===== config.mk =====
export PLATFORM = sky130hd
export DESIGN_NAME = mdu_issue_unit
export DESIGN_NICKNAME = d
export VERILOG_FILES = /design/src/hdl/mdu_uop_pkg.sv /design/src/hdl/mdu_iq_ctrl_pkg.sv /design/src/hdl/iq_sel_if.sv /design/src/hdl/iq_entry_mdu.sv /design/src/hdl/iq_mdu.sv /design/src/hdl/mdu_issue_select.sv /design/src/hdl/mdu_iq_csr.sv /design/src/hdl/mdu_issue_unit.sv
export VERILOG_INCLUDE_DIRS = /design/src /design/src/hdl
export SDC_FILE = /design/constraint.sdc
export NUM_CORES = 1
export LEC_CHECK = 0
export BUFFER_PORTS_ARGS = -buffer_cell sky130_fd_sc_hd__buf_2
export CAP_MARGIN = 10
export CORE_UTILIZATION = 40
export DETAILED_ROUTE_END_ITERATION = 8
export PLACE_DENSITY_LB_ADDON = 0.1
export SLEW_MARGIN = 10
export SYNTH_ARGS = -nofsm -noshare
export SYNTH_HDL_FRONTEND = slang
export SYNTH_SLANG_ARGS = --single-unit

===== constraint.sdc =====
create_clock -name clk -period 10.24 [get_ports clk]
set_input_delay 1.024 -clock clk [delete_from_list [all_inputs] [get_ports clk]]
set_output_delay 1.024 -clock clk [all_outputs]
set_load 0.05 [all_outputs]

===== src/hdl/mdu_iq_defs.svh =====
`ifndef MDU_IQ_DEFS_SVH
`define MDU_IQ_DEFS_SVH

// issue queue geometry
`define MDU_QUEUE_LEN 8
`define MDU_QUEUE_IDX_LEN 4   // holds 0..8

// physical register file tag
`define PRF_TAG_W 6

// APB register block
`define CSR_ADDR_W 4

`endif


===== src/hdl/mdu_uop_pkg.sv =====
`include "mdu_iq_defs.svh"

package mdu_uop_pkg;

    typedef logic [`PRF_TAG_W-1:0] prf_num_t;

    // decoded multiply/divide micro-op
    typedef struct packed {
        logic       valid;
        logic       is_mul;     // clear for a divide
        logic [2:0] func;       // signedness, high half or remainder
        prf_num_t   prs0;
        prf_num_t   prs1;
        prf_num_t   prd;
        logic [5:0] rob_idx;
    } mdu_uop_t;

    // operand readiness as seen by the arbiter
    typedef struct packed {
        logic prs0_rdy;
        logic prs1_rdy;
    } arb_info_t;

    // one queue slot
    typedef struct packed {
        mdu_uop_t  uop;
        arb_info_t rdys;
    } mdu_iq_meta_t;

endpackage


===== src/hdl/mdu_iq_ctrl_pkg.sv =====
`include "mdu_iq_defs.svh"

package mdu_iq_ctrl_pkg;

    // per-slot steering from the queue
    typedef struct packed {
        logic enq_en;   // write the incoming op
        logic cmp_en;   // take the word from the slot above
        logic freeze;   // queue full, enqueue ignored
    } queue_ctrl_t;

    // APB register map
    localparam logic [`CSR_ADDR_W-1:0] CSR_CTRL    = 'h0;
    localparam logic [`CSR_ADDR_W-1:0] CSR_STATUS  = 'h4;
    localparam logic [`CSR_ADDR_W-1:0] CSR_MUL_CNT = 'h8;
    localparam logic [`CSR_ADDR_W-1:0] CSR_DIV_CNT = 'hC;

    // CTRL fields
    localparam int CTRL_ISSUE_EN_BIT = 0;
    localparam int CTRL_FLUSH_BIT    = 1;   // write-only, self-clearing

endpackage


===== src/hdl/iq_sel_if.sv =====
`timescale 1ns/1ps
`include "mdu_iq_defs.svh"

interface iq_sel_if (
    input logic clk
);
    logic [`MDU_QUEUE_LEN-1:0]     ready_vec;
    logic [`MDU_QUEUE_LEN-1:0]     valid_vec;
    logic [`MDU_QUEUE_LEN-1:0]     is_mul_vec;
    logic [`MDU_QUEUE_IDX_LEN-2:0] sel_idx;     // entry leaves at next edge
    logic                          sel_valid;

    modport queue (
        output ready_vec, valid_vec, is_mul_vec,
        input  sel_idx, sel_valid
    );

    modport select (
        input  clk,
        input  ready_vec, valid_vec, is_mul_vec,
        output sel_idx, sel_valid
    );
endinterface


===== src/hdl/iq_entry_mdu.sv =====
`timescale 1ns/1ps

module iq_entry_mdu
    import mdu_uop_pkg::*, mdu_iq_ctrl_pkg::*;
(
    input  logic         clk,
    input  logic         rst_n,
    input  logic         flush,
    input  queue_ctrl_t  ctrl,
    input  mdu_iq_meta_t enq_data,
    input  mdu_iq_meta_t up_data,
    input  arb_info_t    up_rdy,      // refreshed readiness of the slot above
    input  logic         busy_rs0,
    input  logic         busy_rs1,
    output mdu_iq_meta_t dout,
    output prf_num_t     rs0,
    output prf_num_t     rs1,
    output logic         rdy,
    output arb_info_t    rdy_next,
    output logic         is_mul
);
    logic         take_enq;
    mdu_iq_meta_t next_data;

    assign take_enq = ctrl.enq_en && !ctrl.freeze;

    // wakeup is sticky once seen
    assign rdy_next.prs0_rdy = dout.rdys.prs0_rdy || !busy_rs0;
    assign rdy_next.prs1_rdy = dout.rdys.prs1_rdy || !busy_rs1;

    always_comb begin
        if (take_enq) begin
            next_data = enq_data;   // readiness already folded in by the queue
        end else if (ctrl.cmp_en) begin
            next_data      = up_data;
            next_data.rdys = up_rdy;
        end else begin
            next_data      = dout;
            next_data.rdys = rdy_next;
        end
    end

    always_ff @(posedge clk) begin
        if (!rst_n || flush) begin
            dout <= '0;
        end else begin
            dout <= next_data;
        end
    end

    assign rs0    = dout.uop.prs0;
    assign rs1    = dout.uop.prs1;
    assign rdy    = dout.rdys.prs0_rdy && dout.rdys.prs1_rdy;
    assign is_mul = dout.uop.is_mul;

endmodule


===== src/hdl/iq_mdu.sv =====
`timescale 1ns/1ps
`include "mdu_iq_defs.svh"

module iq_mdu
    import mdu_uop_pkg::*, mdu_iq_ctrl_pkg::*;
(
    input  logic                          clk,
    input  logic                          rst_n,
    input  logic                          flush,
    input  logic                          enq_req,
    input  mdu_uop_t                      enq_data,
    iq_sel_if.queue                       deq,
    input  logic [`MDU_QUEUE_LEN:0]       busy_l,
    input  logic [`MDU_QUEUE_LEN:0]       busy_r,
    output logic                          full,
    output logic [`MDU_QUEUE_IDX_LEN-1:0] count,
    output mdu_iq_meta_t                  issue_data,
    output prf_num_t [`MDU_QUEUE_LEN:0]   sb_tag_l,
    output prf_num_t [`MDU_QUEUE_LEN:0]   sb_tag_r
);
    localparam int N     = `MDU_QUEUE_LEN;
    localparam int IDX_W = `MDU_QUEUE_IDX_LEN;
    localparam int SEL_W = `MDU_QUEUE_IDX_LEN - 1;

    logic [IDX_W-1:0] tail;
    logic [IDX_W-1:0] deq_amt;
    logic [IDX_W-1:0] enq_amt;
    logic [IDX_W-1:0] wr_pos;
    logic [N-1:0]     wr_vec;
    logic [N-1:0]     ready_vec;
    logic [N-1:0]     valid_vec;
    logic [N-1:0]     is_mul_vec;
    mdu_iq_meta_t     enq_meta;
    mdu_iq_meta_t     slot_data [N+1];
    arb_info_t        slot_rdy  [N+1];
    queue_ctrl_t      slot_ctrl [N];

    assign full    = (tail == IDX_W'(N));
    assign count   = tail;
    assign deq_amt = IDX_W'(deq.sel_valid);
    assign enq_amt = IDX_W'(enq_req);
    assign wr_pos  = tail - deq_amt;   // one lower when an issue collapses the queue
    assign wr_vec  = enq_req ? (N'(1) << wr_pos) : '0;

    // index N of the scoreboard ports looks up the incoming op
    assign sb_tag_l[N] = enq_data.prs0;
    assign sb_tag_r[N] = enq_data.prs1;

    always_comb begin
        enq_meta.uop           = enq_data;
        enq_meta.rdys.prs0_rdy = !busy_l[N];
        enq_meta.rdys.prs1_rdy = !busy_r[N];
    end

    assign slot_data[N] = '0;   // nothing shifts in above the top slot
    assign slot_rdy[N]  = '0;

    for (genvar i = 0; i < N; i++) begin : g_slot
        assign slot_ctrl[i].enq_en = wr_vec[i];
        assign slot_ctrl[i].cmp_en = deq.sel_valid && (SEL_W'(i) >= deq.sel_idx);
        assign slot_ctrl[i].freeze = full;
        assign valid_vec[i]        = (IDX_W'(i) < tail);

        iq_entry_mdu u_iq_entry_mdu (
            .clk      (clk),
            .rst_n    (rst_n),
            .flush    (flush),
            .ctrl     (slot_ctrl[i]),
            .enq_data (enq_meta),
            .up_data  (slot_data[i+1]),
            .up_rdy   (slot_rdy[i+1]),
            .busy_rs0 (busy_l[i]),
            .busy_rs1 (busy_r[i]),
            .dout     (slot_data[i]),
            .rs0      (sb_tag_l[i]),
            .rs1      (sb_tag_r[i]),
            .rdy      (ready_vec[i]),
            .rdy_next (slot_rdy[i]),
            .is_mul   (is_mul_vec[i])
        );
    end

    assign deq.ready_vec  = ready_vec;
    assign deq.valid_vec  = valid_vec;
    assign deq.is_mul_vec = is_mul_vec;
    assign issue_data     = slot_data[deq.sel_idx];

    always_ff @(posedge clk) begin
        if (!rst_n || flush) begin
            tail <= '0;
        end else if (full) begin
            tail <= tail - deq_amt;   // frozen, only issue moves the tail
        end else begin
            tail <= tail + enq_amt - deq_amt;
        end
    end

    a_tail_bound: assert property (@(posedge clk) disable iff (!rst_n)
        tail <= IDX_W'(N));

    // when full the top slot holds or clears and never takes the incoming op
    a_no_enq_full: assert property (@(posedge clk) disable iff (!rst_n)
        (full && enq_req && !flush) |=> slot_data[N-1].uop
            == ($past(deq.sel_valid) ? mdu_uop_t'('0) : $past(slot_data[N-1].uop)));

endmodule


===== src/hdl/mdu_issue_select.sv =====
`timescale 1ns/1ps
`include "mdu_iq_defs.svh"

module mdu_issue_select (
    iq_sel_if.select sel,
    input  logic     issue_en,
    input  logic     mul_busy,
    input  logic     div_busy
);
    localparam int N     = `MDU_QUEUE_LEN;
    localparam int SEL_W = `MDU_QUEUE_IDX_LEN - 1;

    logic [N-1:0] unit_free;
    logic [N-1:0] eligible;

    // multiplies wait on mul_busy, divides on div_busy
    assign unit_free = ~((sel.is_mul_vec & {N{mul_busy}}) | (~sel.is_mul_vec & {N{div_busy}}));
    assign eligible  = sel.valid_vec & sel.ready_vec & unit_free & {N{issue_en}};

    // slot 0 is oldest, lowest hit wins
    always_comb begin
        sel.sel_idx   = '0;
        sel.sel_valid = 1'b0;
        for (int i = N - 1; i >= 0; i--) begin
            if (eligible[i]) begin
                sel.sel_idx   = SEL_W'(i);
                sel.sel_valid = 1'b1;
            end
        end
    end

    // picked slot is eligible and nothing older is
    a_sel_eligible: assert property (@(posedge sel.clk)
        sel.sel_valid |-> eligible[sel.sel_idx]
            && (eligible & ((N'(1) << sel.sel_idx) - N'(1))) == '0);

endmodule


===== src/hdl/mdu_iq_csr.sv =====
`timescale 1ns/1ps
`include "mdu_iq_defs.svh"

module mdu_iq_csr
    import mdu_iq_ctrl_pkg::*;
(
    input  logic                          clk,
    input  logic                          rst_n,
    input  logic                          psel,
    input  logic                          penable,
    input  logic                          pwrite,
    input  logic [`CSR_ADDR_W-1:0]        paddr,
    input  logic [31:0]                   pwdata,
    output logic [31:0]                   prdata,
    output logic                          pready,
    output logic                          pslverr,
    input  logic [`MDU_QUEUE_IDX_LEN-1:0] count,
    input  logic                          issue_fire,
    input  logic                          issue_is_mul,
    output logic                          issue_en,
    output logic                          flush_req
);
    localparam int IDX_W = `MDU_QUEUE_IDX_LEN;

    logic        addr_hit;
    logic        wr_en;
    logic        queue_full;
    logic [31:0] rd_mux;
    logic [31:0] mul_cnt;
    logic [31:0] div_cnt;

    assign pready     = 1'b1;   // zero wait states
    assign wr_en      = psel && penable && pwrite;
    assign queue_full = (count == IDX_W'(`MDU_QUEUE_LEN));

    always_comb begin
        addr_hit = 1'b1;
        rd_mux   = '0;
        case (paddr)
            CSR_CTRL:    rd_mux[CTRL_ISSUE_EN_BIT] = issue_en;   // flush reads as 0
            CSR_STATUS:  rd_mux = {{(31 - IDX_W){1'b0}}, queue_full, count};
            CSR_MUL_CNT: rd_mux = mul_cnt;
            CSR_DIV_CNT: rd_mux = div_cnt;
            default:     addr_hit = 1'b0;
        endcase
    end

    assign prdata    = (psel && !pwrite) ? rd_mux : '0;
    assign pslverr   = psel && penable && !addr_hit;
    assign flush_req = wr_en && (paddr == CSR_CTRL) && pwdata[CTRL_FLUSH_BIT];

    always_ff @(posedge clk) begin
        if (!rst_n) begin
            issue_en <= 1'b1;
        end else if (wr_en && (paddr == CSR_CTRL)) begin
            issue_en <= pwdata[CTRL_ISSUE_EN_BIT];
        end
    end

    // any write clears, write wins over a same-cycle issue
    always_ff @(posedge clk) begin
        if (!rst_n) begin
            mul_cnt <= '0;
            div_cnt <= '0;
        end else begin
            if (wr_en && (paddr == CSR_MUL_CNT)) begin
                mul_cnt <= '0;
            end else if (issue_fire && issue_is_mul) begin
                mul_cnt <= mul_cnt + 32'd1;
            end
            if (wr_en && (paddr == CSR_DIV_CNT)) begin
                div_cnt <= '0;
            end else if (issue_fire && !issue_is_mul) begin
                div_cnt <= div_cnt + 32'd1;
            end
        end
    end

    // unmapped write errors in the access phase and leaves CTRL alone
    a_unmapped_wr: assert property (@(posedge clk) disable iff (!rst_n)
        (psel && !penable && pwrite && !addr_hit) |=> pslverr ##1 $stable(issue_en));

endmodule


===== src/hdl/mdu_issue_unit.sv =====
`timescale 1ns/1ps
`include "mdu_iq_defs.svh"

module mdu_issue_unit
    import mdu_uop_pkg::*;
(
    input  logic                        clk,
    input  logic                        rst_n,
    input  logic                        flush,
    input  logic                        enq_valid,
    output logic                        enq_ready,
    input  mdu_uop_t                    enq_uop,
    output logic                        issue_valid,
    output mdu_uop_t                    issue_uop,
    input  logic                        mul_busy,
    input  logic                        div_busy,
    output prf_num_t [`MDU_QUEUE_LEN:0] sb_tag_l,
    output prf_num_t [`MDU_QUEUE_LEN:0] sb_tag_r,
    input  logic [`MDU_QUEUE_LEN:0]     busy_l,
    input  logic [`MDU_QUEUE_LEN:0]     busy_r,
    input  logic                        psel,
    input  logic                        penable,
    input  logic                        pwrite,
    input  logic [`CSR_ADDR_W-1:0]      paddr,
    input  logic [31:0]                 pwdata,
    output logic [31:0]                 prdata,
    output logic                        pready,
    output logic                        pslverr
);
    logic                          queue_full;
    logic                          queue_flush;
    logic [`MDU_QUEUE_IDX_LEN-1:0] queue_count;
    logic                          issue_en;
    logic                          flush_req;
    mdu_iq_meta_t                  issue_meta;

    iq_sel_if sel_bus (.clk(clk));

    assign queue_flush = flush || flush_req;
    assign enq_ready   = !queue_full;
    assign issue_valid = sel_bus.sel_valid;

    always_comb begin
        issue_uop       = issue_meta.uop;
        issue_uop.valid = sel_bus.sel_valid;
    end

    iq_mdu u_iq_mdu (
        .clk        (clk),
        .rst_n      (rst_n),
        .flush      (queue_flush),
        .enq_req    (enq_valid),
        .enq_data   (enq_uop),
        .deq        (sel_bus),
        .busy_l     (busy_l),
        .busy_r     (busy_r),
        .full       (queue_full),
        .count      (queue_count),
        .issue_data (issue_meta),
        .sb_tag_l   (sb_tag_l),
        .sb_tag_r   (sb_tag_r)
    );

    mdu_issue_select u_mdu_issue_select (
        .sel      (sel_bus),
        .issue_en (issue_en),
        .mul_busy (mul_busy),
        .div_busy (div_busy)
    );

    mdu_iq_csr u_mdu_iq_csr (
        .clk          (clk),
        .rst_n        (rst_n),
        .psel         (psel),
        .penable      (penable),
        .pwrite       (pwrite),
        .paddr        (paddr),
        .pwdata       (pwdata),
        .prdata       (prdata),
        .pready       (pready),
        .pslverr      (pslverr),
        .count        (queue_count),
        .issue_fire   (sel_bus.sel_valid),
        .issue_is_mul (issue_meta.uop.is_mul),
        .issue_en     (issue_en),
        .flush_req    (flush_req)
    );

endmodule


==> impl_metrics.csv, run 1 <==
group,metric,value,unit
timing,rsz0062_at_grt,"false",
floorplan,rows,76,
final_layout,nets,2396,
drt,viasPerCell,5.77,
power_and_ir_drop,powerDensity,150,nW/um^2
drt,wl_per_cell,20.2,um
global_route,antenna_found_initial,4,
clocking,htreeDepth,2,
outcome,status,"finished, final reports clean",
synth,avgSynthCellArea,7.70,um^2
final_layout,final_area,19600,um^2
synth,ys_ff_latch,309,
floorplan,initial_core_util,40.9,%
clocking,cts_setup_buffers,0,
clocking,clock_latency,0.56,ns
power_and_ir_drop,ir_drop,0.114,mV
timing,worst_pin_slew,1.31,ns
drt,drtIter0Drc,1118,
clocking,numCtsBuffers,38,
timing,tns,0,ns
synth,synth_cell_types,64,
floorplan,core_area,43600,um^2
clocking,cts_resized,0,
synth,yosys_warnings,0,
worst_setup_path,cp_data_required_time,9.22,ns
placement,dp_hpwl,34.5,mm
timing,final-setup-viol-count,0,
timing,finalHoldViolations,0,
floorplan,die_x,213,um
global_route,grt_pass1_vias,15500,
placement,place_congestion,0.811,
worst_setup_path,critical_path_class,"register to primary output",
final_layout,layout_commonest_cell,"nand2_1",
final_layout,final_cell_mix,"nand2_1, dfxtp_1, nor2_1",
final_layout,drive_gt1_share,16.0,%
synth,syn_inst,2316,
clocking,cts_tree,"built",
drt,drt_pass1_iterations,5,
floorplan,die_h,213,um
timing,fmax,0.151,GHz
drt,vias,16800,
global_route,track_usage,25.2,%
global_route,grt_max_degree,226,
synth,syn-num-nets,2421,
final_layout,multi_input_area,9950,um^2
clocking,cts_buffer_depth,3,
clocking,hold_buffers,0,
timing,post-route-period-util,64.8,%
clocking,cts_root_buffer,"clkbuf_16",
power_and_ir_drop,power,2940,uW
floorplan,io-pin-count,265,
worst_setup_path,cp-end-kind,"primary output",
clocking,clk_pin_slew,0.06,ns
global_route,grt_overflow,0,
synth,synthFlopType,"dfxtp_1",
worst_setup_path,cp.arrival,5.61,ns
timing,max_slew_margin,12.4,%
placement,numPortBuffers,232,
drt,wirelength,58.7,mm
final_layout,nFillCells,4429,
placement,placedInstanceArea,18400,um^2
synth,synth_edf_count,0,
final_layout,syn_to_final_growth,9.96,%
clocking,cts.sinks,309,
worst_setup_path,worstSetupStartpointType,"register",
floorplan,die-area,45400,um^2
final_layout,final_util,45.0,%
synth,synth-async-reset-ratio,0,%
power_and_ir_drop,power_leakage,0.00694,uW
job,maxCapViolCount,0,
drt,drc,0,
synth,netlist_area,17800,um^2
worst_setup_path,worstPathMaxFanout,59,
synth,synth-seq-area-share,34.7,%
timing,min_period,6.63,ns
final_layout,regArea,6190,um^2
global_route,grt_first_pass_wirelength,89.8,mm
hold_path,holdCritPathClass,"register to register",
timing,slew_violations,0,
timing,finalClockSkew,0.0288,ns
drt,ant_nets,0,
==> routing by layer <==
layer / up-vias / part of all wire (%) / wire [um] / GRT usage (%)
met5: - / 0.060 / 35 / 0
met4: 6 / 2.0 / 1200 / 7.27
met3: 83 / 5.0 / 2940 / 3.44
met2: 442 / 46 / 27100 / 41.0
met1: 8160 / 47 / 27500 / 34.6
li1: 8091 / - / - / -
==> critical path, stage by stage, from the launching register on <==
cell and delay (ns):
dfxtp_1 0.35, inv_1 0.19, ha_1 0.42, a211oi_4 0.10, buf_4 0.36, nor4_2 0.43
buf_4 0.70, nand3_2 0.94, o22ai_1 0.64, a2111oi_4 0.14, buf_4 0.33, inv_2 0.13
buf_2 0.26
==> cell type report <==
type	count	area share, %
clock buffer	54	5.56
sequential	309	31.5
inverter	30	0.574
multi-input combinational	1651	50.7
antenna	1	0.0128
tap	585	3.73
timing repair buffer	261	7.10
clock inverter	15	0.753
==> where the power goes <==
part | internal, uW | total (uW) | switching, uW
sequential | 1230 | 1240 | 18.7
combinational | 87.0 | 344 | 257
clock | 796 | 1350 | 554
==> worst paths after layout <==
path	slack, ns	cells after the start	from	end
min reg2reg	0.47	2	u_mdu_iq_csr.mul_cnt[31]$_SDFFE_PP0P_	u_mdu_iq_csr.mul_cnt[31]$_SDFFE_PP0P_
max	3.61	12	u_iq_mdu.count[2]$_SDFF_PP0_	issue_uop[27]
max reg2reg	4.42	14	u_iq_mdu.count[2]$_SDFF_PP0_	u_mdu_iq_csr.mul_cnt[2]$_SDFFE_PP0P_
min	0.47	2	u_mdu_iq_csr.mul_cnt[31]$_SDFFE_PP0P_	u_mdu_iq_csr.mul_cnt[31]$_SDFFE_PP0P_
==> registers in the layout, summed over array words and instances, names as in the netlist <==
name and flops:
u_iq_mdu.count 4, u_iq_mdu.g_slot.u_iq_entry_mdu.dout 136, u_iq_mdu.g_slot.u_iq_entry_mdu.is_mul 8, u_iq_mdu.g_slot.u_iq_entry_mdu.rs0 48, u_iq_mdu.g_slot.u_iq_entry_mdu.rs1 48, u_mdu_iq_csr.div_cnt 32, u_mdu_iq_csr.issue_en 1, u_mdu_iq_csr.mul_cnt 32
==> through the flow <==
stage                     hold WS (ns)  cells  worst slack (ns)
after global routing             0.497   2906              3.33
final                            0.474   2906              3.61
after global placement           0.460   2836              3.79
after CTS                        0.475   2905              3.58
after detailed placement         0.467   2836              3.77
after floorplan                  0.443   2316              5.23
==> Yosys cell counts (17+ instances only) <==
cell      instances  area share, %
a211oi_1        170            7.2
a21oi_1         213            6.0
a22oi_1          30            1.3
a311oi_1         28            1.4
buf_1            24           0.51
buf_2            21           0.59
buf_4           111            4.7
clkbuf_1        142            3.0
clkbuf_2         28           0.79
dfxtp_1         309             35
inv_1            29           0.61
mux2i_1         176            9.9
nand2_1         361            7.6
nand2b_1         17           0.60
nand3_1          56            1.6
nand4_1          25           0.88
nor2_1          276            5.8
o31ai_1          48            2.0
or4_1            75            3.2
==> logic make-up (layout without fill, tap and decap cells) <==
group	count (synthesis)	count (layout)	synth area share, %
and+or+nand+nor	901	901	23.1
buffers and inverters	356	360	10.2
other	1	2	0.0210
muxes	184	184	10.4
adders and majority gates	13	13	0.954
DFF	309	309	34.7
AOI/OAI and AO/OA	547	547	20.4
xor gates and xnor gates	5	5	0.246
(Power assumes the default switching activity.)
==> run 2, diff against run 1 <==
==> constraint.sdc (replaced) <==
create_clock -name clk -period 5.34 [get_ports clk]
set_input_delay 0.534 -clock clk [delete_from_list [all_inputs] [get_ports clk]]
set_output_delay 0.534 -clock clk [all_outputs]
set_load 0.05 [all_outputs]
==> impl_metrics.csv, run 2 (synthesis results as in run 1) <==
group,metric,value,unit
global_route,antenna_found_initial,3,
worst_setup_path,cp_top_family,"buffers and inverters",
timing,post-route-period-util,95.4,%
final_layout,layout_commonest_cell,"nand2_1",
floorplan,die-area,45400,um^2
clocking,cts_tree,"built",
worst_setup_path,cp.arrival,4.56,ns
global_route,grt_pass1_vias,15500,
drt,vias,16800,
final_layout,largest_reg_flops,136,
global_route,grt_max_degree,122,
placement,place_congestion,0.821,
clocking,cts_buffer_depth,3,
clocking,cts_root_buffer,"clkbuf_16",
timing,min_period,5.09,ns
floorplan,rows,76,
floorplan,io-pin-count,265,
power_and_ir_drop,power_leakage,0.00700,uW
outcome,status,"finished, final reports clean",
timing,fmax,0.196,GHz
worst_setup_path,critical_path_class,"register to primary output",
worst_setup_path,path_cells,"inv_1 > ha_1 > a21bo_2 > and3_1 > nor4_2 > buf_4 > nand3_2 > buf_4 > a21oi_1 > or4_1 > buf_2",
worst_setup_path,worstSetupStartpointType,"register",
worst_setup_path,slowest_stage,"buf_4",
final_layout,nets,2406,
power_and_ir_drop,powerDensity,282,nW/um^2
power_and_ir_drop,ir_drop,0.183,mV
floorplan,die_h,213,um
worst_setup_path,critical_path_buf_inv_count,4,
worst_setup_path,worstPathMaxFanout,37,
drt,viasPerCell,5.76,
worst_setup_path,cp_data_required_time,4.81,ns
worst_setup_path,critPathMaxStageDelay,0.70,ns
hold_path,holdCritPathClass,"primary input to register",
drt,drc,0,
clocking,cts.sinks,309,
timing,slew_violations,0,
hold_path,hold_depth,3,
placement,placedInstanceArea,18500,um^2
global_route,grt_overflow,0,
placement,dp_hpwl,35.7,mm
drt,wl_per_cell,20.2,um
worst_setup_path,r2r_start,"u_iq_mdu.count[2]$_SDFF_PP0_",
drt,drt_pass1_iterations,5,
timing,rsz0062_at_grt,"false",
clocking,clk_pin_slew,0.06,ns
timing,finalHoldViolations,0,
final_layout,top_register,"u_iq_mdu.g_slot.u_iq_entry_mdu.dout",
global_route,grt_first_pass_wirelength,89.3,mm
worst_setup_path,r2r_setup_slack,0.70,ns
worst_setup_path,reg2reg_depth,16,
worst_setup_path,cp-end-kind,"primary output",
timing,worst_pin_slew,1.08,ns
final_layout,drive_gt1_share,16.0,%
worst_setup_path,worstReg2RegEnd,"u_iq_mdu.g_slot[0].u_iq_entry_mdu.rs1[4]$_SDFFE_PP0P_",
hold_path,hold_end,"u_mdu_iq_csr.issue_en$_SDFFE_PN1P_",
worst_setup_path,cp_common_cell,"buf_4",
final_layout,final_cell_mix,"nand2_1, dfxtp_1, nor2_1",
final_layout,nFillCells,4418,
floorplan,die_x,213,um
timing,finalClockSkew,0.0264,ns
clocking,numCtsBuffers,37,
timing,max_slew_margin,27.7,%
floorplan,initial_core_util,40.9,%
floorplan,core_area,43600,um^2
final_layout,syn_to_final_growth,10.6,%
clocking,clock_latency,0.56,ns
placement,numPortBuffers,232,
global_route,track_usage,25.1,%
timing,tns,0,ns
clocking,htreeDepth,2,
job,maxCapViolCount,0,
final_layout,antenna_cells,0,
hold_path,hold_start,"pwdata[0]",
timing,final-setup-viol-count,0,
drt,ant_nets,0,
drt,drtIter0Drc,1212,
drt,wirelength,58.7,mm
clocking,cts_resized,0,
final_layout,final_area,19700,um^2
==> run 2: changes by cell type in the layout (fill, tap and decap cells not counted), moves of 3 or more <==
cell,before,now
clkinv_2,9,4
buf_12,1,8
clkbuf_1,8,11
buf_4,28,31
==> run 2: timing repair <==
item	in CTS	in global routing
setup endpoints to repair	0	7
hold buffers	0	0
setup buffers	0	3
==> run 2: metal layers <==
layer / up-vias / wire length [um] / track usage [%] / part of all wire [%]
met5: - / 34 / 0 / 0.058
met2: 481 / 26700 / 40.8 / 46
met4: 6 / 1470 / 7.93 / 2.5
met3: 96 / 3420 / 3.74 / 5.8
met1: 8070 / 27100 / 34.0 / 46
li1: 8115 / - / - / -
==> run 2: worst max path at each step <==
stage,startpoint,endpoint,cells after the start
2_1_floorplan,u_iq_mdu.count[2]$_SDFF_PP0_,u_iq_mdu.g_slot[7].u_iq_entry_mdu.dout[11]$_SDFFE_PP0P_,21
3_3_place_gp,u_iq_mdu.count[2]$_SDFF_PP0_,u_iq_mdu.g_slot[0].u_iq_entry_mdu.dout[7]$_SDFFE_PP0P_,17
3_5_place_dp,u_iq_mdu.count[2]$_SDFF_PP0_,u_iq_mdu.g_slot[0].u_iq_entry_mdu.rs1[4]$_SDFFE_PP0P_,16
4_1_cts,u_iq_mdu.count[2]$_SDFF_PP0_,issue_uop[21],12
5_1_grt,u_iq_mdu.count[2]$_SDFF_PP0_,issue_uop[8],11
6_report,u_iq_mdu.count[2]$_SDFF_PP0_,issue_uop[8],11
==> run 2: stage by stage <==
| step | total power (uW) | worst slack, ns | util, % | std cells | hold slack [ns] |
|---|---|---|---|---|---|
| after global routing | 5760 | 0.0844 | 45.3 | 2910 | 0.197 |
| after floorplan | 2940 | 0.708 | - | 2316 | 0.443 |
| after CTS | 5620 | 0.173 | 45.2 | 2906 | 0.170 |
| after global placement | 3090 | 0.832 | 42.5 | 2843 | 0.455 |
| after detailed placement | 3100 | 0.752 | 42.5 | 2843 | 0.468 |
| final | 5550 | 0.246 | 45.3 | 2910 | 0.194 |
==> run 2: area by class of cell <==
cell class | instances | area (um^2) | share of cell area [%]
Timing Repair Buffer | 271 | 1550 | 7.88
Multi-Input combinational cell | 1652 | 9960 | 50.5
Tap cell | 585 | 732 | 3.71
Clock buffer | 57 | 1110 | 5.65
Clock inverter | 6 | 58.8 | 0.298
Sequential cell | 309 | 6190 | 31.4
Inverter | 30 | 113 | 0.571
==> run 2: worst register-to-register path, stage by stage, from the launching register on <==
cell and delay (ns):
dfxtp_1 0.42, inv_1 0.17, ha_1 0.36, nand4b_1 0.27, a211o_1 0.34, and2_1 0.33
nand2_2 0.16, nor2_4 0.04, inv_1 0.09, ha_1 0.18, o21ai_0 0.10, xnor2_1 0.25
nand3_1 0.11, nor2_1 0.34, nand3_2 0.54, buf_4 0.53, a211oi_1 0.30
==> run 2: where the power goes <==
group / switching, uW / leakage [uW] / internal [uW]
logic: 496 / 0.00392 / 173
clock network: 1020 / 0.000578 / 1480
registers: 35.7 / 0.00249 / 2350
total: 1550 / 0.00700 / 4000
